`config.mk`:
```
export PLATFORM = sky130hd
export DESIGN_NAME = tmu_top
export DESIGN_NICKNAME = d
export VERILOG_FILES = /design/src/hw/tmu_pkg.sv /design/src/hw/tmu_top.sv /design/src/hw/tmu_perf.sv /design/src/hw/tmu_shade.sv /design/src/hw/tmu_fetch.sv /design/src/hw/tmu_meshgen.sv /design/src/hw/tmu_ctlif.sv
export VERILOG_INCLUDE_DIRS = /design/src /design/src/hw
export SDC_FILE = /design/constraint.sdc
export NUM_CORES = 2
export LEC_CHECK = 0
export BUFFER_PORTS_ARGS = -buffer_cell sky130_fd_sc_hd__buf_4
export CAP_MARGIN = 5
export CORE_MARGIN = 5
export CORE_UTILIZATION = 63
export DETAILED_ROUTE_END_ITERATION = 10
export MAX_ROUTING_LAYER = met4
export PLACE_DENSITY = 0.82
export SETUP_SLACK_MARGIN = 0.02
export SLEW_MARGIN = 20
export SYNTH_ARGS = -nofsm -noshare
export SYNTH_HDL_FRONTEND = slang
export SYNTH_SLANG_ARGS = --single-unit
```
`constraint.sdc`:
```
create_clock -name sys_clk -period 9.7 [get_ports sys_clk]
set_input_delay 0.97 -clock sys_clk [delete_from_list [all_inputs] [get_ports sys_clk]]
set_output_delay 0.97 -clock sys_clk [all_outputs]
set_load 0.01 [all_outputs]
```
`src/hw/tmu_consts.svh`:
```
/* tmu constants */
`ifndef TMU_CONSTS_SVH
`define TMU_CONSTS_SVH

`define TMU_FML_DEPTH        26       // byte address depth of the memory.
`define TMU_CSR_ADDR         4'h0     // bank compared with csr_a[13:10].

`define TMU_REG_CTRL         5'd0     // start and status.
`define TMU_REG_HMESH        5'd1
`define TMU_REG_VMESH        5'd2
`define TMU_REG_BRIGHT       5'd3
`define TMU_REG_SRC_MESH     5'd4
`define TMU_REG_SRC_FBUF     5'd5
`define TMU_REG_SRC_HRES     5'd6
`define TMU_REG_SRC_VRES     5'd7
`define TMU_REG_DST_MESH     5'd8
`define TMU_REG_DST_FBUF     5'd9
`define TMU_REG_DST_HRES     5'd10
`define TMU_REG_DST_VRES     5'd11
`define TMU_REG_PERF_PIXELS  5'd12    // counters are read only.
`define TMU_REG_PERF_CLOCKS  5'd13
`define TMU_REG_PERF_STALL1  5'd14
`define TMU_REG_PERF_COMPL1  5'd15
`define TMU_REG_PERF_STALL2  5'd16
`define TMU_REG_PERF_COMPL2  5'd17
`define TMU_REG_PERF_MISSES  5'd18

`define TMU_RST_HRES         11'd640
`define TMU_RST_VRES         11'd480
`define TMU_RST_HMESH        7'd32
`define TMU_RST_VMESH        7'd24
`define TMU_RST_BRIGHT       6'd63

`endif
```
`src/hw/tmu_pkg.sv`:
```
/* tmu types */
`include "tmu_consts.svh"

package tmu_pkg;

	typedef logic [13:0] csr_adr_t;                   // csr word address.
	typedef logic [31:0] csr_data_t;                  // csr data word.

	typedef logic [`TMU_FML_DEPTH-2:0] fbuf_adr_t;    // address in 16-bit words.
	typedef logic [29:0] mesh_adr_t;                  // mesh pointer in 32-bit words.

	typedef logic [10:0] res_t;                       // resolution or coordinate.
	typedef logic [6:0] mesh_idx_t;                   // last grid index.
	typedef logic [5:0] bright_t;                     // brightness where 63 is unity.

	typedef logic [15:0] pix_t;                       // rgb565 pixel.
	typedef logic [31:0] perf_t;                      // performance counter.

	// mesh generator states.
	typedef enum logic [1:0] {
		IDLE,     // waiting for start.
		RUN,      // emitting points.
		DRAIN     // waiting for the last write.
	} gen_state_t;

endpackage

```
`src/hw/tmu_top.sv`:
```
/* texture mapping unit */
`timescale 1ns/1ps

module tmu_top (
	input  logic                sys_clk,
	input  logic                sys_rst,
	input  tmu_pkg::csr_adr_t   csr_a,
	input  logic                csr_we,
	input  tmu_pkg::csr_data_t  csr_di,
	output tmu_pkg::csr_data_t  csr_do,
	output logic                irq,
	output logic                tex_re,
	output tmu_pkg::fbuf_adr_t  tex_adr,
	input  tmu_pkg::pix_t       tex_dat,
	input  logic                tex_stall,
	output logic                dst_we,
	output tmu_pkg::fbuf_adr_t  dst_adr,
	output tmu_pkg::pix_t       dst_dat,
	input  logic                dst_stall
);

logic start;
logic busy;
logic hold;
logic pipe_empty;
tmu_pkg::mesh_idx_t hmesh_last;
tmu_pkg::mesh_idx_t vmesh_last;
tmu_pkg::bright_t brightness;
tmu_pkg::fbuf_adr_t src_fbuf;
tmu_pkg::res_t src_hres;
tmu_pkg::res_t src_vres;
tmu_pkg::fbuf_adr_t dst_fbuf;
tmu_pkg::res_t dst_hres;
tmu_pkg::res_t dst_vres;
logic gen_valid;
tmu_pkg::fbuf_adr_t gen_src;
tmu_pkg::fbuf_adr_t gen_dst;
logic tex_valid;
tmu_pkg::pix_t texel;
tmu_pkg::fbuf_adr_t fetch_dst;
logic shade_busy;
tmu_pkg::perf_t perf_clocks;
tmu_pkg::perf_t perf_pixels;
tmu_pkg::perf_t perf_stall1;
tmu_pkg::perf_t perf_complete1;
tmu_pkg::perf_t perf_stall2;
tmu_pkg::perf_t perf_complete2;

assign hold = tex_stall | dst_stall;                       // freezes every stage.
assign pipe_empty = ~(tex_re | tex_valid | shade_busy);    // no point in flight.

tmu_ctlif u_ctlif (.sys_clk, .sys_rst, .csr_a, .csr_we, .csr_di, .csr_do, .irq,
	.start, .busy, .hmesh_last, .vmesh_last, .brightness, .src_fbuf, .src_hres,
	.src_vres, .dst_fbuf, .dst_hres, .dst_vres, .perf_pixels, .perf_clocks,
	.perf_stall1, .perf_complete1, .perf_stall2, .perf_complete2);

tmu_meshgen u_meshgen (.sys_clk, .sys_rst, .start, .hold, .pipe_empty, .hmesh_last,
	.vmesh_last, .src_fbuf, .src_hres, .src_vres, .dst_fbuf, .dst_hres, .dst_vres,
	.busy, .gen_valid, .gen_src, .gen_dst);

tmu_fetch u_fetch (.sys_clk, .sys_rst, .hold, .gen_valid, .gen_src, .gen_dst,
	.tex_dat, .tex_re, .tex_adr, .tex_valid, .texel, .fetch_dst);

tmu_shade u_shade (.sys_clk, .sys_rst, .hold, .brightness, .tex_valid, .texel,
	.fetch_dst, .dst_we, .dst_adr, .dst_dat, .shade_busy);

tmu_perf u_perf (.sys_clk, .sys_rst, .start, .busy, .tex_re, .tex_stall, .dst_we,
	.dst_stall, .perf_clocks, .perf_pixels, .perf_stall1, .perf_complete1,
	.perf_stall2, .perf_complete2);

endmodule

```
`src/hw/tmu_perf.sv`:
```
/* tmu performance counters */
`timescale 1ns/1ps

module tmu_perf (
	input  logic            sys_clk,
	input  logic            sys_rst,
	input  logic            start,
	input  logic            busy,
	input  logic            tex_re,
	input  logic            tex_stall,
	input  logic            dst_we,
	input  logic            dst_stall,
	output tmu_pkg::perf_t  perf_clocks,
	output tmu_pkg::perf_t  perf_pixels,
	output tmu_pkg::perf_t  perf_stall1,
	output tmu_pkg::perf_t  perf_complete1,
	output tmu_pkg::perf_t  perf_stall2,
	output tmu_pkg::perf_t  perf_complete2
);

logic rd_ok;
logic wr_ok;

assign rd_ok = tex_re & ~tex_stall & ~dst_stall;   // read accepted.
assign wr_ok = dst_we & ~tex_stall & ~dst_stall;   // write accepted.

always_ff @(posedge sys_clk) begin
	if (sys_rst || start) begin
		perf_clocks <= '0;
		perf_pixels <= '0;
		perf_stall1 <= '0;
		perf_complete1 <= '0;
		perf_stall2 <= '0;
		perf_complete2 <= '0;
	end else begin
		if (busy) perf_clocks <= perf_clocks + 1'b1;
		if (wr_ok) perf_pixels <= perf_pixels + 1'b1;
		if (busy && tex_stall) perf_stall1 <= perf_stall1 + 1'b1;
		if (rd_ok) perf_complete1 <= perf_complete1 + 1'b1;
		if (busy && dst_stall) perf_stall2 <= perf_stall2 + 1'b1;
		if (wr_ok) perf_complete2 <= perf_complete2 + 1'b1;
	end
end

endmodule

```
`src/hw/tmu_shade.sv`:
```
/* tmu brightness and write port */
`timescale 1ns/1ps

module tmu_shade (
	input  logic                sys_clk,
	input  logic                sys_rst,
	input  logic                hold,
	input  tmu_pkg::bright_t    brightness,
	input  logic                tex_valid,
	input  tmu_pkg::pix_t       texel,
	input  tmu_pkg::fbuf_adr_t  fetch_dst,
	output logic                dst_we,
	output tmu_pkg::fbuf_adr_t  dst_adr,
	output tmu_pkg::pix_t       dst_dat,
	output logic                shade_busy
);

logic [6:0] scale;          // brightness plus one in the range 1 to 64.
logic [11:0] r_prod;
logic [12:0] g_prod;
logic [11:0] b_prod;
tmu_pkg::pix_t shaded;

assign scale = {1'b0, brightness} + 7'd1;
assign r_prod = {7'd0, texel[15:11]} * {5'd0, scale};
assign g_prod = {7'd0, texel[10:5]} * {6'd0, scale};
assign b_prod = {7'd0, texel[4:0]} * {5'd0, scale};
// divide by 64 and keep the floor.
assign shaded = {r_prod[10:6], g_prod[11:6], b_prod[10:6]};

always_ff @(posedge sys_clk) begin
	if (sys_rst) begin
		dst_we <= 1'b0;
	end else if (!hold) begin
		dst_we <= tex_valid;     // write goes out next cycle.
	end
end

always_ff @(posedge sys_clk) begin
	if (!hold && tex_valid) begin
		dst_adr <= fetch_dst;
		dst_dat <= shaded;
	end
end

assign shade_busy = dst_we;  // write not yet accepted.

endmodule

```
`src/hw/tmu_fetch.sv`:
```
/* tmu texel fetch */
`timescale 1ns/1ps

module tmu_fetch (
	input  logic                sys_clk,
	input  logic                sys_rst,
	input  logic                hold,
	input  logic                gen_valid,
	input  tmu_pkg::fbuf_adr_t  gen_src,
	input  tmu_pkg::fbuf_adr_t  gen_dst,
	input  tmu_pkg::pix_t       tex_dat,    // async read data.
	output logic                tex_re,
	output tmu_pkg::fbuf_adr_t  tex_adr,
	output logic                tex_valid,
	output tmu_pkg::pix_t       texel,
	output tmu_pkg::fbuf_adr_t  fetch_dst
);

tmu_pkg::fbuf_adr_t req_dst;   // destination riding along with the read.

always_ff @(posedge sys_clk) begin
	if (sys_rst) begin
		tex_re <= 1'b0;
		tex_valid <= 1'b0;
	end else if (!hold) begin
		tex_re <= gen_valid;       // read strobe one cycle after the point.
		tex_valid <= tex_re;       // read accepted this cycle.
	end
end

always_ff @(posedge sys_clk) begin
	if (!hold && gen_valid) begin
		tex_adr <= gen_src;
		req_dst <= gen_dst;
	end
	if (!hold && tex_re) begin
		texel <= tex_dat;          // data returns in the strobe cycle.
		fetch_dst <= req_dst;
	end
end

endmodule

```
`src/hw/tmu_meshgen.sv`:
```
/* tmu point generator */
`timescale 1ns/1ps

module tmu_meshgen (
	input  logic                sys_clk,
	input  logic                sys_rst,
	input  logic                start,        // one-cycle start pulse.
	input  logic                hold,         // any port stalled.
	input  logic                pipe_empty,   // nothing left downstream.
	input  tmu_pkg::mesh_idx_t  hmesh_last,
	input  tmu_pkg::mesh_idx_t  vmesh_last,
	input  tmu_pkg::fbuf_adr_t  src_fbuf,
	input  tmu_pkg::res_t       src_hres,
	input  tmu_pkg::res_t       src_vres,
	input  tmu_pkg::fbuf_adr_t  dst_fbuf,
	input  tmu_pkg::res_t       dst_hres,
	input  tmu_pkg::res_t       dst_vres,
	output logic                busy,
	output logic                gen_valid,
	output tmu_pkg::fbuf_adr_t  gen_src,
	output tmu_pkg::fbuf_adr_t  gen_dst
);

tmu_pkg::gen_state_t state;
tmu_pkg::mesh_idx_t dx;          // destination x.
tmu_pkg::mesh_idx_t dy;          // destination y.
tmu_pkg::fbuf_adr_t dst_row;     // destination row offset.
tmu_pkg::res_t src_x;            // source x.
tmu_pkg::fbuf_adr_t src_row;     // source row offset.
tmu_pkg::res_t h_acc;            // horizontal error term.
tmu_pkg::res_t v_acc;            // vertical error term.
logic [11:0] h_sum;
logic [11:0] v_sum;
logic [11:0] h_wrap;
logic [11:0] v_wrap;
logic h_step;
logic v_step;
logic row_end;
logic last_pt;
logic advance;

assign h_sum = {1'b0, h_acc} + {1'b0, src_hres};
assign v_sum = {1'b0, v_acc} + {1'b0, src_vres};
assign h_wrap = h_sum - {1'b0, dst_hres};
assign v_wrap = v_sum - {1'b0, dst_vres};
assign h_step = h_sum >= {1'b0, dst_hres};   // source x moves on.
assign v_step = v_sum >= {1'b0, dst_vres};   // source row moves on.

assign row_end = dx == hmesh_last;
assign last_pt = row_end && (dy == vmesh_last);

assign busy = state != tmu_pkg::IDLE;
assign gen_valid = state == tmu_pkg::RUN;
assign advance = gen_valid && !hold;         // point taken by fetch.

assign gen_src = src_fbuf + src_row + tmu_pkg::fbuf_adr_t'(src_x);
assign gen_dst = dst_fbuf + dst_row + tmu_pkg::fbuf_adr_t'(dx);

always_ff @(posedge sys_clk) begin
	if (sys_rst) begin
		state <= tmu_pkg::IDLE;
	end else begin
		case (state)
			tmu_pkg::IDLE: begin
				if (start) state <= tmu_pkg::RUN;
			end
			tmu_pkg::RUN: begin
				if (advance && last_pt) state <= tmu_pkg::DRAIN;
			end
			tmu_pkg::DRAIN: begin
				if (pipe_empty) state <= tmu_pkg::IDLE;   // last write accepted.
			end
			default: state <= tmu_pkg::IDLE;
		endcase
	end
end

// walk counters are loaded on start.
always_ff @(posedge sys_clk) begin
	if (start && !busy) begin
		dx <= '0;
		dy <= '0;
		dst_row <= '0;
		src_x <= '0;
		src_row <= '0;
		h_acc <= '0;
		v_acc <= '0;
	end else if (advance) begin
		if (row_end) begin
			dx <= '0;                                 // back to column zero.
			src_x <= '0;
			h_acc <= '0;
			dy <= dy + 1'b1;
			dst_row <= dst_row + tmu_pkg::fbuf_adr_t'(dst_hres);
			v_acc <= v_step ? v_wrap[10:0] : v_sum[10:0];
			if (v_step) begin
				src_row <= src_row + tmu_pkg::fbuf_adr_t'(src_hres);
			end
		end else begin
			dx <= dx + 1'b1;
			h_acc <= h_step ? h_wrap[10:0] : h_sum[10:0];
			if (h_step) begin
				src_x <= src_x + 1'b1;
			end
		end
	end
end

a_no_hdown: assert property (@(posedge sys_clk) disable iff (sys_rst)
	start |-> src_hres <= dst_hres) else $error("horizontal downscaling requested");
a_no_vdown: assert property (@(posedge sys_clk) disable iff (sys_rst)
	start |-> src_vres <= dst_vres) else $error("vertical downscaling requested");

endmodule

```
`src/hw/tmu_ctlif.sv`:
```
/* tmu control interface */
`timescale 1ns/1ps
`include "tmu_consts.svh"

module tmu_ctlif (
	input  logic                sys_clk,
	input  logic                sys_rst,

	input  tmu_pkg::csr_adr_t   csr_a,
	input  logic                csr_we,
	input  tmu_pkg::csr_data_t  csr_di,
	output tmu_pkg::csr_data_t  csr_do,

	output logic                irq,
	output logic                start,
	input  logic                busy,

	output tmu_pkg::mesh_idx_t  hmesh_last,
	output tmu_pkg::mesh_idx_t  vmesh_last,
	output tmu_pkg::bright_t    brightness,

	output tmu_pkg::fbuf_adr_t  src_fbuf,
	output tmu_pkg::res_t       src_hres,
	output tmu_pkg::res_t       src_vres,
	output tmu_pkg::fbuf_adr_t  dst_fbuf,
	output tmu_pkg::res_t       dst_hres,
	output tmu_pkg::res_t       dst_vres,

	input  tmu_pkg::perf_t      perf_pixels,
	input  tmu_pkg::perf_t      perf_clocks,
	input  tmu_pkg::perf_t      perf_stall1,
	input  tmu_pkg::perf_t      perf_complete1,
	input  tmu_pkg::perf_t      perf_stall2,
	input  tmu_pkg::perf_t      perf_complete2
);

tmu_pkg::mesh_adr_t src_mesh;   // kept for the mesh fetch stage.
tmu_pkg::mesh_adr_t dst_mesh;
logic old_busy;                 // busy delayed by one cycle.
logic trigger_irq;
logic csr_selected;

assign trigger_irq = old_busy & ~busy;                   // falling edge of busy.
assign csr_selected = csr_a[13:10] == `TMU_CSR_ADDR;

always_ff @(posedge sys_clk) begin
	if (sys_rst) begin
		old_busy <= 1'b0;
	end else begin
		old_busy <= busy;
	end
end

always_ff @(posedge sys_clk) begin
	if (sys_rst) begin
		csr_do <= '0;
		irq <= 1'b0;
		start <= 1'b0;
		hmesh_last <= `TMU_RST_HMESH;
		vmesh_last <= `TMU_RST_VMESH;
		brightness <= `TMU_RST_BRIGHT;
		src_mesh <= '0;
		src_fbuf <= '0;
		src_hres <= `TMU_RST_HRES;
		src_vres <= `TMU_RST_VRES;
		dst_mesh <= '0;
		dst_fbuf <= '0;
		dst_hres <= `TMU_RST_HRES;
		dst_vres <= `TMU_RST_VRES;
	end else begin
		if (trigger_irq) begin
			irq <= 1'b1;                                  // blit finished.
		end
		csr_do <= '0;                                     // zero when not selected.
		start <= 1'b0;                                    // start is a pulse.
		if (csr_selected) begin
			if (csr_we) begin
				case (csr_a[4:0])
					`TMU_REG_CTRL: begin
						start <= csr_di[0] & ~busy & ~start;  // ignored while running.
						irq <= 1'b0;                          // any ctrl write acks.
					end
					`TMU_REG_HMESH:    hmesh_last <= csr_di[6:0];
					`TMU_REG_VMESH:    vmesh_last <= csr_di[6:0];
					`TMU_REG_BRIGHT:   brightness <= csr_di[5:0];
					`TMU_REG_SRC_MESH: src_mesh <= csr_di[31:2];
					`TMU_REG_SRC_FBUF: src_fbuf <= csr_di[`TMU_FML_DEPTH-1:1];
					`TMU_REG_SRC_HRES: src_hres <= csr_di[10:0];
					`TMU_REG_SRC_VRES: src_vres <= csr_di[10:0];
					`TMU_REG_DST_MESH: dst_mesh <= csr_di[31:2];
					`TMU_REG_DST_FBUF: dst_fbuf <= csr_di[`TMU_FML_DEPTH-1:1];
					`TMU_REG_DST_HRES: dst_hres <= csr_di[10:0];
					`TMU_REG_DST_VRES: dst_vres <= csr_di[10:0];
					default: ;                                // counters are read only.
				endcase
			end
			case (csr_a[4:0])
				`TMU_REG_CTRL:        csr_do <= {30'd0, irq, busy};
				`TMU_REG_HMESH:       csr_do <= {25'd0, hmesh_last};
				`TMU_REG_VMESH:       csr_do <= {25'd0, vmesh_last};
				`TMU_REG_BRIGHT:      csr_do <= {26'd0, brightness};
				`TMU_REG_SRC_MESH:    csr_do <= {src_mesh, 2'b00};   // byte address.
				`TMU_REG_SRC_FBUF:    csr_do <= {{(32-`TMU_FML_DEPTH){1'b0}}, src_fbuf, 1'b0};
				`TMU_REG_SRC_HRES:    csr_do <= {21'd0, src_hres};
				`TMU_REG_SRC_VRES:    csr_do <= {21'd0, src_vres};
				`TMU_REG_DST_MESH:    csr_do <= {dst_mesh, 2'b00};
				`TMU_REG_DST_FBUF:    csr_do <= {{(32-`TMU_FML_DEPTH){1'b0}}, dst_fbuf, 1'b0};
				`TMU_REG_DST_HRES:    csr_do <= {21'd0, dst_hres};
				`TMU_REG_DST_VRES:    csr_do <= {21'd0, dst_vres};
				`TMU_REG_PERF_PIXELS: csr_do <= perf_pixels;
				`TMU_REG_PERF_CLOCKS: csr_do <= perf_clocks;
				`TMU_REG_PERF_STALL1: csr_do <= perf_stall1;
				`TMU_REG_PERF_COMPL1: csr_do <= perf_complete1;
				`TMU_REG_PERF_STALL2: csr_do <= perf_stall2;
				`TMU_REG_PERF_COMPL2: csr_do <= perf_complete2;
				`TMU_REG_PERF_MISSES: csr_do <= '0;           // no texel cache yet.
				default:              csr_do <= '0;
			endcase
		end
	end
end

// a new blit is only launched from an idle generator.
a_start_idle: assert property (@(posedge sys_clk) disable iff (sys_rst) !(start && busy))
	else $error("start pulse while the generator is busy");

endmodule

```
[Word level (Yosys, flattened, before mapping)]
Index checks and enable logic that the tools add are counted.
Operators by class
  add/subtract/negate cells: 20
  $mul: 3
  divide/modulo/power cells: 0
  $lt $le $gt $ge: 2
  equal/unequal tests: 24
  shifts and indexed selects: 0
  muxes and demuxes: 15
  bitwise gates (word level): 17
  reduce and logical (&&, ||, !) cells: 33
Operators with widths (number)
  32-bit one-hot mux with 18 select lines: 1
  32-bit by 1-bit adder with 32-bit output, second input constant: 6
  25-bit by 11-bit adder with 25-bit output: 3
  11-bit two-way mux: 5
  25-bit adder: 2
  5-bit by 4-bit equality test with 1-bit output, second input constant: 8
  3-bit AND reduction: 13
  25-bit by 7-bit adder with 25-bit output: 1
  11-bit by 11-bit adder with 12-bit output: 2
  12-bit by 11-bit greater-or-equal comparator with 1-bit output: 2
  5-bit by 7-bit multiplier with 11-bit output: 2
  11-bit subtractor: 2
  5-bit by 3-bit equality test with 1-bit output, second input constant: 4
  7-bit by 1-bit adder with 7-bit output, second input constant: 2
  7-bit equality test: 2
  6-bit by 7-bit multiplier with 12-bit output: 1
  11-bit by 1-bit adder with 11-bit output, second input constant: 1
  5-bit by 2-bit equality test with 1-bit output, second input constant: 2
  5-bit equality test, second input constant: 2
  1-bit logical AND: 8
  6-bit by 1-bit adder with 7-bit output, second input constant: 1
  1-bit bitwise AND: 7
  7-bit two-way mux: 1
  1-bit NOT: 7
  17 further kinds: 29
Word-level totals
  bits in registers: 635
  latch bits: 0
  bits in writable memories: 0
  memory bits (read-only): 0
  input bits: 67
  output and inout port bits: 101
  memories: 0

[Longest topological paths before layout]
  word-level depth: 7
  gate-level depth with buffers: 18

[By module]
From an unflattened synthesis, not the netlist that was laid out.
Unflattened totals
  cells, all modules: 4004
  area, all modules: 35977.0 um^2
By module, submodules not included
  tmu_meshgen: times used 1, cells an instance 1260, area each 10168.5 um^2, sequential area each 1981.9 um^2
  tmu_ctlif: times used 1, cells an instance 1170, area each 9559.2 um^2, sequential area each 4184.0 um^2
  tmu_perf: times used 1, cells an instance 1077, area each 9053.7 um^2, sequential area each 3843.7 um^2
  tmu_shade: times used 1, cells an instance 396, area each 4366.7 um^2, sequential area each 1251.2 um^2
  tmu_fetch: times used 1, cells an instance 99, area each 2817.7 um^2, sequential area each 2772.7 um^2
  tmu_top: times used 1, cells an instance 2, area each 11.3 um^2, sequential area each 0.0 um^2

[Least setup slack after synthesis]
Ideal clock, no wire load.
  path kind: reg-to-reg
  from: register u_ctlif.brightness[0]
  to: register u_shade.dst_dat[10], data pin
  arrival time: 4121 ps
  required time: 9440 ps
  path slack: 5319 ps
  stages on the path, launching flop included: 18
  buffers on the path: 1
  period minus slack after synthesis: 4381 ps
  path through: dfxtp_1 -> ha_1 -> nand3_1 -> xor2_1 -> clkbuf_1 -> nor2b_1 -> fa_1 -> ha_1 -> fa_1 -> ha_1 -> nand3_1 -> o31ai_1 -> a21o_1 -> a21oi_1 -> o21ai_0 -> nor4_1 -> nor3_1 -> xnor2_1
On the way
  longest elaborated chain between the ends: 2
Ends and longest elaborated chain
  from (decl): RTL line tmu_ctlif.sv:20  | output tmu_pkg::bright_t brightness,
  from (signal assigned): RTL line tmu_ctlif.sv:61  | brightness <= `TMU_RST_BRIGHT;
  from (signal assigned): RTL line tmu_ctlif.sv:85  | `TMU_REG_BRIGHT: brightness <= csr_di[5:0];
  6-bit by 1-bit adder with 7-bit output: RTL line tmu_shade.sv:24  | assign scale = {1'b0, brightness} + 7'd1;
  6-bit by 7-bit multiplier with 12-bit output: RTL line tmu_shade.sv:26  | assign g_prod = {7'd0, texel[10:5]} * {6'd0, scale};
  named net u_shade.g_prod[11]: RTL line tmu_shade.sv:20  | logic [12:0] g_prod;
  to (signal assigned): RTL line tmu_shade.sv:42  | dst_dat <= shaded;
  to (decl): RTL line tmu_shade.sv:14  | output tmu_pkg::pix_t dst_dat,
The timed path passes the listed nets, and every way through them passes these cells.
A chain may end at the register's enable or synchronous reset.

[Worst setup path after layout]
Ends and elaborated chain as after synthesis.

==> metrics.log <==
INFO  metric crit_type = reg -> reg
INFO  metric worst_path_required = 10050 ps
INFO  metric dr_total_vias = 28800
INFO  metric dominantRegCellSynth = sky130_fd_sc_hd__dfxtp_1
INFO  metric timing.reg2reg.worst_path_depth = 15
INFO  metric core_region_area = 53900 sq um
INFO  metric synth_top_area_share = 29.4%
INFO  metric place.detailed.hpwl = 66900 microns
INFO  metric number_of_global_route_vias_before_repair = 27500
INFO  metric layout.area.seq = 14000 sq um
INFO  metric grt_pass1_wl = 149000 microns
INFO  metric worst-r2r-setup-slack = 4410 ps
INFO  metric power_density = 141 nW/um^2
INFO  metric critical_path.slowest_cell = sky130_fd_sc_hd__dfxtp_1
INFO  metric whs_endpoint = u_shade.dst_adr[11]
INFO  metric yosys.area_share.adder = 11.6%
INFO  metric globalRoute.totalOverflow = 0
INFO  metric floorplan.initialDensity = 63.6%
INFO  metric fin_skew = 24.7 ps
INFO  metric post-route-period-util = 54.5%
INFO  metric final_layout_size_suffix_gt1_share = 9.08%
INFO  metric die_width = 243 microns
INFO  metric mostFrequentLayoutCells = sky130_fd_sc_hd__nand2_1, sky130_fd_sc_hd__dfxtp_1, sky130_fd_sc_hd__nor2_1, sky130_fd_sc_hd__a21oi_1, sky130_fd_sc_hd__ha_1
INFO  metric gp_congestion = 0.933
INFO  metric io_buffer_count = 162
INFO  metric synth_seq_cells = 635
INFO  metric crit_path_leading_delay_family = adder cells
INFO  metric number_of_i_o_pins = 168
INFO  metric post-synth-top-area-cell = sky130_fd_sc_hd__dfxtp_1
INFO  metric post_synth_instance_area = 34300 sq um
INFO  metric cts_hold_buffers = 0
INFO  metric synthArstFlopShare = 0%
INFO  metric synth_compound_area_share = 14.2%
INFO  metric crit_path_frequent_cell = sky130_fd_sc_hd__ha_1
INFO  metric antenna_violating_nets_post_route = 0
INFO  metric route.detailed.wl_per_inst = 20.4 microns
INFO  metric synth-warning-count = 0
INFO  metric unrepaired_setup_endpoints_after_global_routing = false
INFO  metric finalSetupTns = 0 ps
INFO  metric grt_antenna_before_repair = 11
INFO  metric holdPathStages = 0
INFO  metric pin_count_of_the_biggest_net_entering_global_routing = 107
INFO  metric timing_hold_violations_final = 0
INFO  metric worst_hold_startpoint = u_fetch.fetch_dst[11]
INFO  metric max_freq = 189 MHz
INFO  metric power_leakage = 15.0 nW
INFO  metric slowest_delay = 730 ps
INFO  metric row_count = 85
INFO  metric layout_min_cycle_time = 5290 ps
INFO  metric cap_viol_max_count = 0
INFO  metric critical_path_buf_inv_count = 0
INFO  metric clk_latency = 620 ps
INFO  metric nets = 4213
INFO  metric critPathCaptureType = flop
INFO  metric cts-htree-levels = 3
INFO  metric drtIter0Drc = 3101
INFO  metric drt_wl_total = 94200 microns
INFO  metric drc = 0
INFO  metric yosysUniqueCellTypes = 92
INFO  metric multiplexer_area_fraction_after_synthesis = 2.08%
INFO  metric via_per_inst = 6.21
INFO  metric r2r-start = u_ctlif.brightness[0]
INFO  metric multi_input_area = 19100 sq um
INFO  metric largest_family_of_logic_cells_by_synthesized_area = simple AND/OR/NAND/NOR gates
INFO  metric cts_buf_count = 68
INFO  metric hold_wc_path_type = reg -> reg
INFO  metric tightest_slew = 1170 ps
INFO  metric cp_cell_sequence = ha_1, xor2_2, and2_1, fa_1, ha_1, fa_1, ha_1, nand3_1, o31ai_1, a21o_1, a21oi_1, o21ai_0, nor4_1, nor3_1, xnor2_1
INFO  metric most_area_consuming_cells_after_synthesis = sky130_fd_sc_hd__dfxtp_1, sky130_fd_sc_hd__edfxtp_1, sky130_fd_sc_hd__ha_1
INFO  metric postCtsSetupRepairBufs = 0
INFO  metric arrival = 5640 ps
INFO  metric post_syn_area_per_cell = 9.07 sq um
INFO  metric yosys.area_share.xor_xnor = 7.99%
INFO  metric simple_gate_share_of_the_synthesized_area = 19.7%
INFO  metric timing.final.ws_setup = 4410 ps
INFO  metric cts_root_buffer_type = sky130_fd_sc_hd__clkbuf_16
INFO  metric setup_viol_count_final = 0
INFO  metric cts_buffer_depth = 3
INFO  metric synth_cells = 3781
INFO  metric grtUsageTotal = 31.9%
INFO  metric number_of_synthesized_flops_with_an_enable_pin = 132
INFO  metric peak_supply_drop = 0.125 mV
INFO  metric synth_sequential_area_ratio = 40.9%
INFO  metric tritoncts = built
INFO  metric cts_resized = 0
INFO  metric cp-start-kind = flop
INFO  metric detail_route.first_pass.iterations = 8
INFO  metric die_area = 59200 sq um
INFO  metric end_of_the_worst_register_to_register_path = u_shade.dst_dat[10]
INFO  metric nFillCells = 4086
INFO  metric critical_path_peak_fanout = 16
INFO  metric maxSlewHeadroom = 21.7%
INFO  metric nets_in_the_synthesized_netlist = 4122
INFO  metric area_growth = 11.2%
INFO  metric layout_commonest_cell = sky130_fd_sc_hd__nand2_1
INFO  metric slew_viol_final = 0
INFO  metric outcome = finished, final reports clean
INFO  metric reg_clk_slew_reported_paths = 60 ps
INFO  metric dpl_worst_slack = 4140 ps
INFO  metric chipHeight = 243 microns
INFO  metric clkSinkCount = 635
-- Yosys cell counts, types with 18 or more instances --
cell type and number:
sky130_fd_sc_hd__a21o_1 33, sky130_fd_sc_hd__a22o_1 28, sky130_fd_sc_hd__nand4_1 60, sky130_fd_sc_hd__a31oi_1 33, sky130_fd_sc_hd__nand2_1 552, sky130_fd_sc_hd__ha_1 203, sky130_fd_sc_hd__a22oi_1 39, sky130_fd_sc_hd__clkbuf_1 145
sky130_fd_sc_hd__a221oi_1 48, sky130_fd_sc_hd__fa_1 71, sky130_fd_sc_hd__and3_1 55, sky130_fd_sc_hd__or3_1 39, sky130_fd_sc_hd__mux2i_1 68, sky130_fd_sc_hd__o21a_1 19, sky130_fd_sc_hd__a21oi_1 282, sky130_fd_sc_hd__nor2_1 316
sky130_fd_sc_hd__nor3_1 39, sky130_fd_sc_hd__nor2b_1 52, sky130_fd_sc_hd__xnor2_1 147, sky130_fd_sc_hd__edfxtp_1 132, sky130_fd_sc_hd__nand2b_1 24, sky130_fd_sc_hd__o31ai_1 21, sky130_fd_sc_hd__o21ai_0 125, sky130_fd_sc_hd__inv_1 136
sky130_fd_sc_hd__xor2_1 166, sky130_fd_sc_hd__dfxtp_1 503, sky130_fd_sc_hd__and4_1 18, sky130_fd_sc_hd__nand3_1 119, sky130_fd_sc_hd__and2_1 67
-- where the power goes --
| group | total, mW | internal [mW] | switching, mW |
|---|---|---|---|
| clock | 2.51 | 1.43 | 1.08 |
| sequential | 2.70 | 2.69 | 0.00531 |
| combinational | 0.161 | 0.0540 | 0.107 |
| total | 5.37 | 4.17 | 1.20 |
-- how the worst max path moves through the flow --
stage                               end  cells past startpoint                  start  slack [ps]
floorplan           u_shade.dst_dat[10]                     17  u_ctlif.brightness[0]        5320
global placement    u_shade.dst_dat[10]                     15  u_ctlif.brightness[0]        4280
detailed placement  u_shade.dst_dat[10]                     15  u_ctlif.brightness[0]        4140
CTS                 u_shade.dst_dat[10]                     15  u_ctlif.brightness[0]        4100
global route        u_shade.dst_dat[10]                     15  u_ctlif.brightness[0]        3950
finish              u_shade.dst_dat[10]                     15  u_ctlif.brightness[0]        4410
-- sequential cells by signal, indices dropped and copies added (netlist names), 16 cells and up --
register,flops
u_ctlif.csr_do,32
u_perf.perf_clocks,32
u_perf.perf_complete1,32
u_perf.perf_complete2,32
u_perf.perf_pixels,32
u_perf.perf_stall1,32
u_perf.perf_stall2,32
u_ctlif.dst_mesh,30
u_ctlif.src_mesh,30
u_ctlif.dst_fbuf,25
u_ctlif.src_fbuf,25
u_fetch.fetch_dst,25
u_fetch.req_dst,25
u_fetch.tex_adr,25
u_meshgen.dst_row,25
u_meshgen.src_row,25
u_shade.dst_adr,25
u_fetch.texel,16
u_shade.dst_dat,16
-- kinds of logic (layout without fill, tap and decap cells) --
family                     Yosys count  count (layout)
adders and majority gates          274             274
AOI/OAI and AO/OA                  758             758
and+or+nand+nor                   1421            1421
xor gates and xnor gates           313             313
buffers and inverters              309             450
other                                0               9
DFF                                635             635
muxes                               71              71
-- area by class of cell --
cell class | count | area share (%)
clock inverter | 22 | 0.410
clock buffer | 98 | 5.20
antenna | 9 | 0.0590
inverter | 137 | 1.35
sequential | 635 | 36.8
tap | 696 | 2.28
multi-input combinational | 2837 | 50.1
timing repair buffer | 193 | 3.82
-- layer usage --
metal	vias up	GRT usage, %	share of wire [%]
li1	13500	-	-
met1	13600	40.2	40
met2	1331	49.2	45
met3	319	5.95	9.1
met4	0	16.7	5.8
met5	-	-	0
-- metrics by stage --
stage / util (%) / cell area [sq um] / power [mW] / hold slack [ps] / std cells
after CTS: 70.6 / 38100 / 5.39 / 418 / 4618
final: 70.7 / 38100 / 5.37 / 414 / 4627
after global routing: 70.7 / 38100 / 5.53 / 423 / 4627
after detailed placement: 66.7 / 36000 / 2.91 / 405 / 4498
after global placement: 66.7 / 35900 / 2.91 / 400 / 4498
after floorplan: - / 34300 / 2.85 / 400 / 3781
-- worst reg2reg max path, delay by kind of cell, from the launching register on --
family                     cells  cell delay [ps]
DFF                            1              730
adders and majority gates      5             1850
AOI/OAI and AO/OA              4             1080
and+or+nand+nor                4              720
xor gates and xnor gates       2              670
Note: power is estimated with default switching activity, not from simulation.
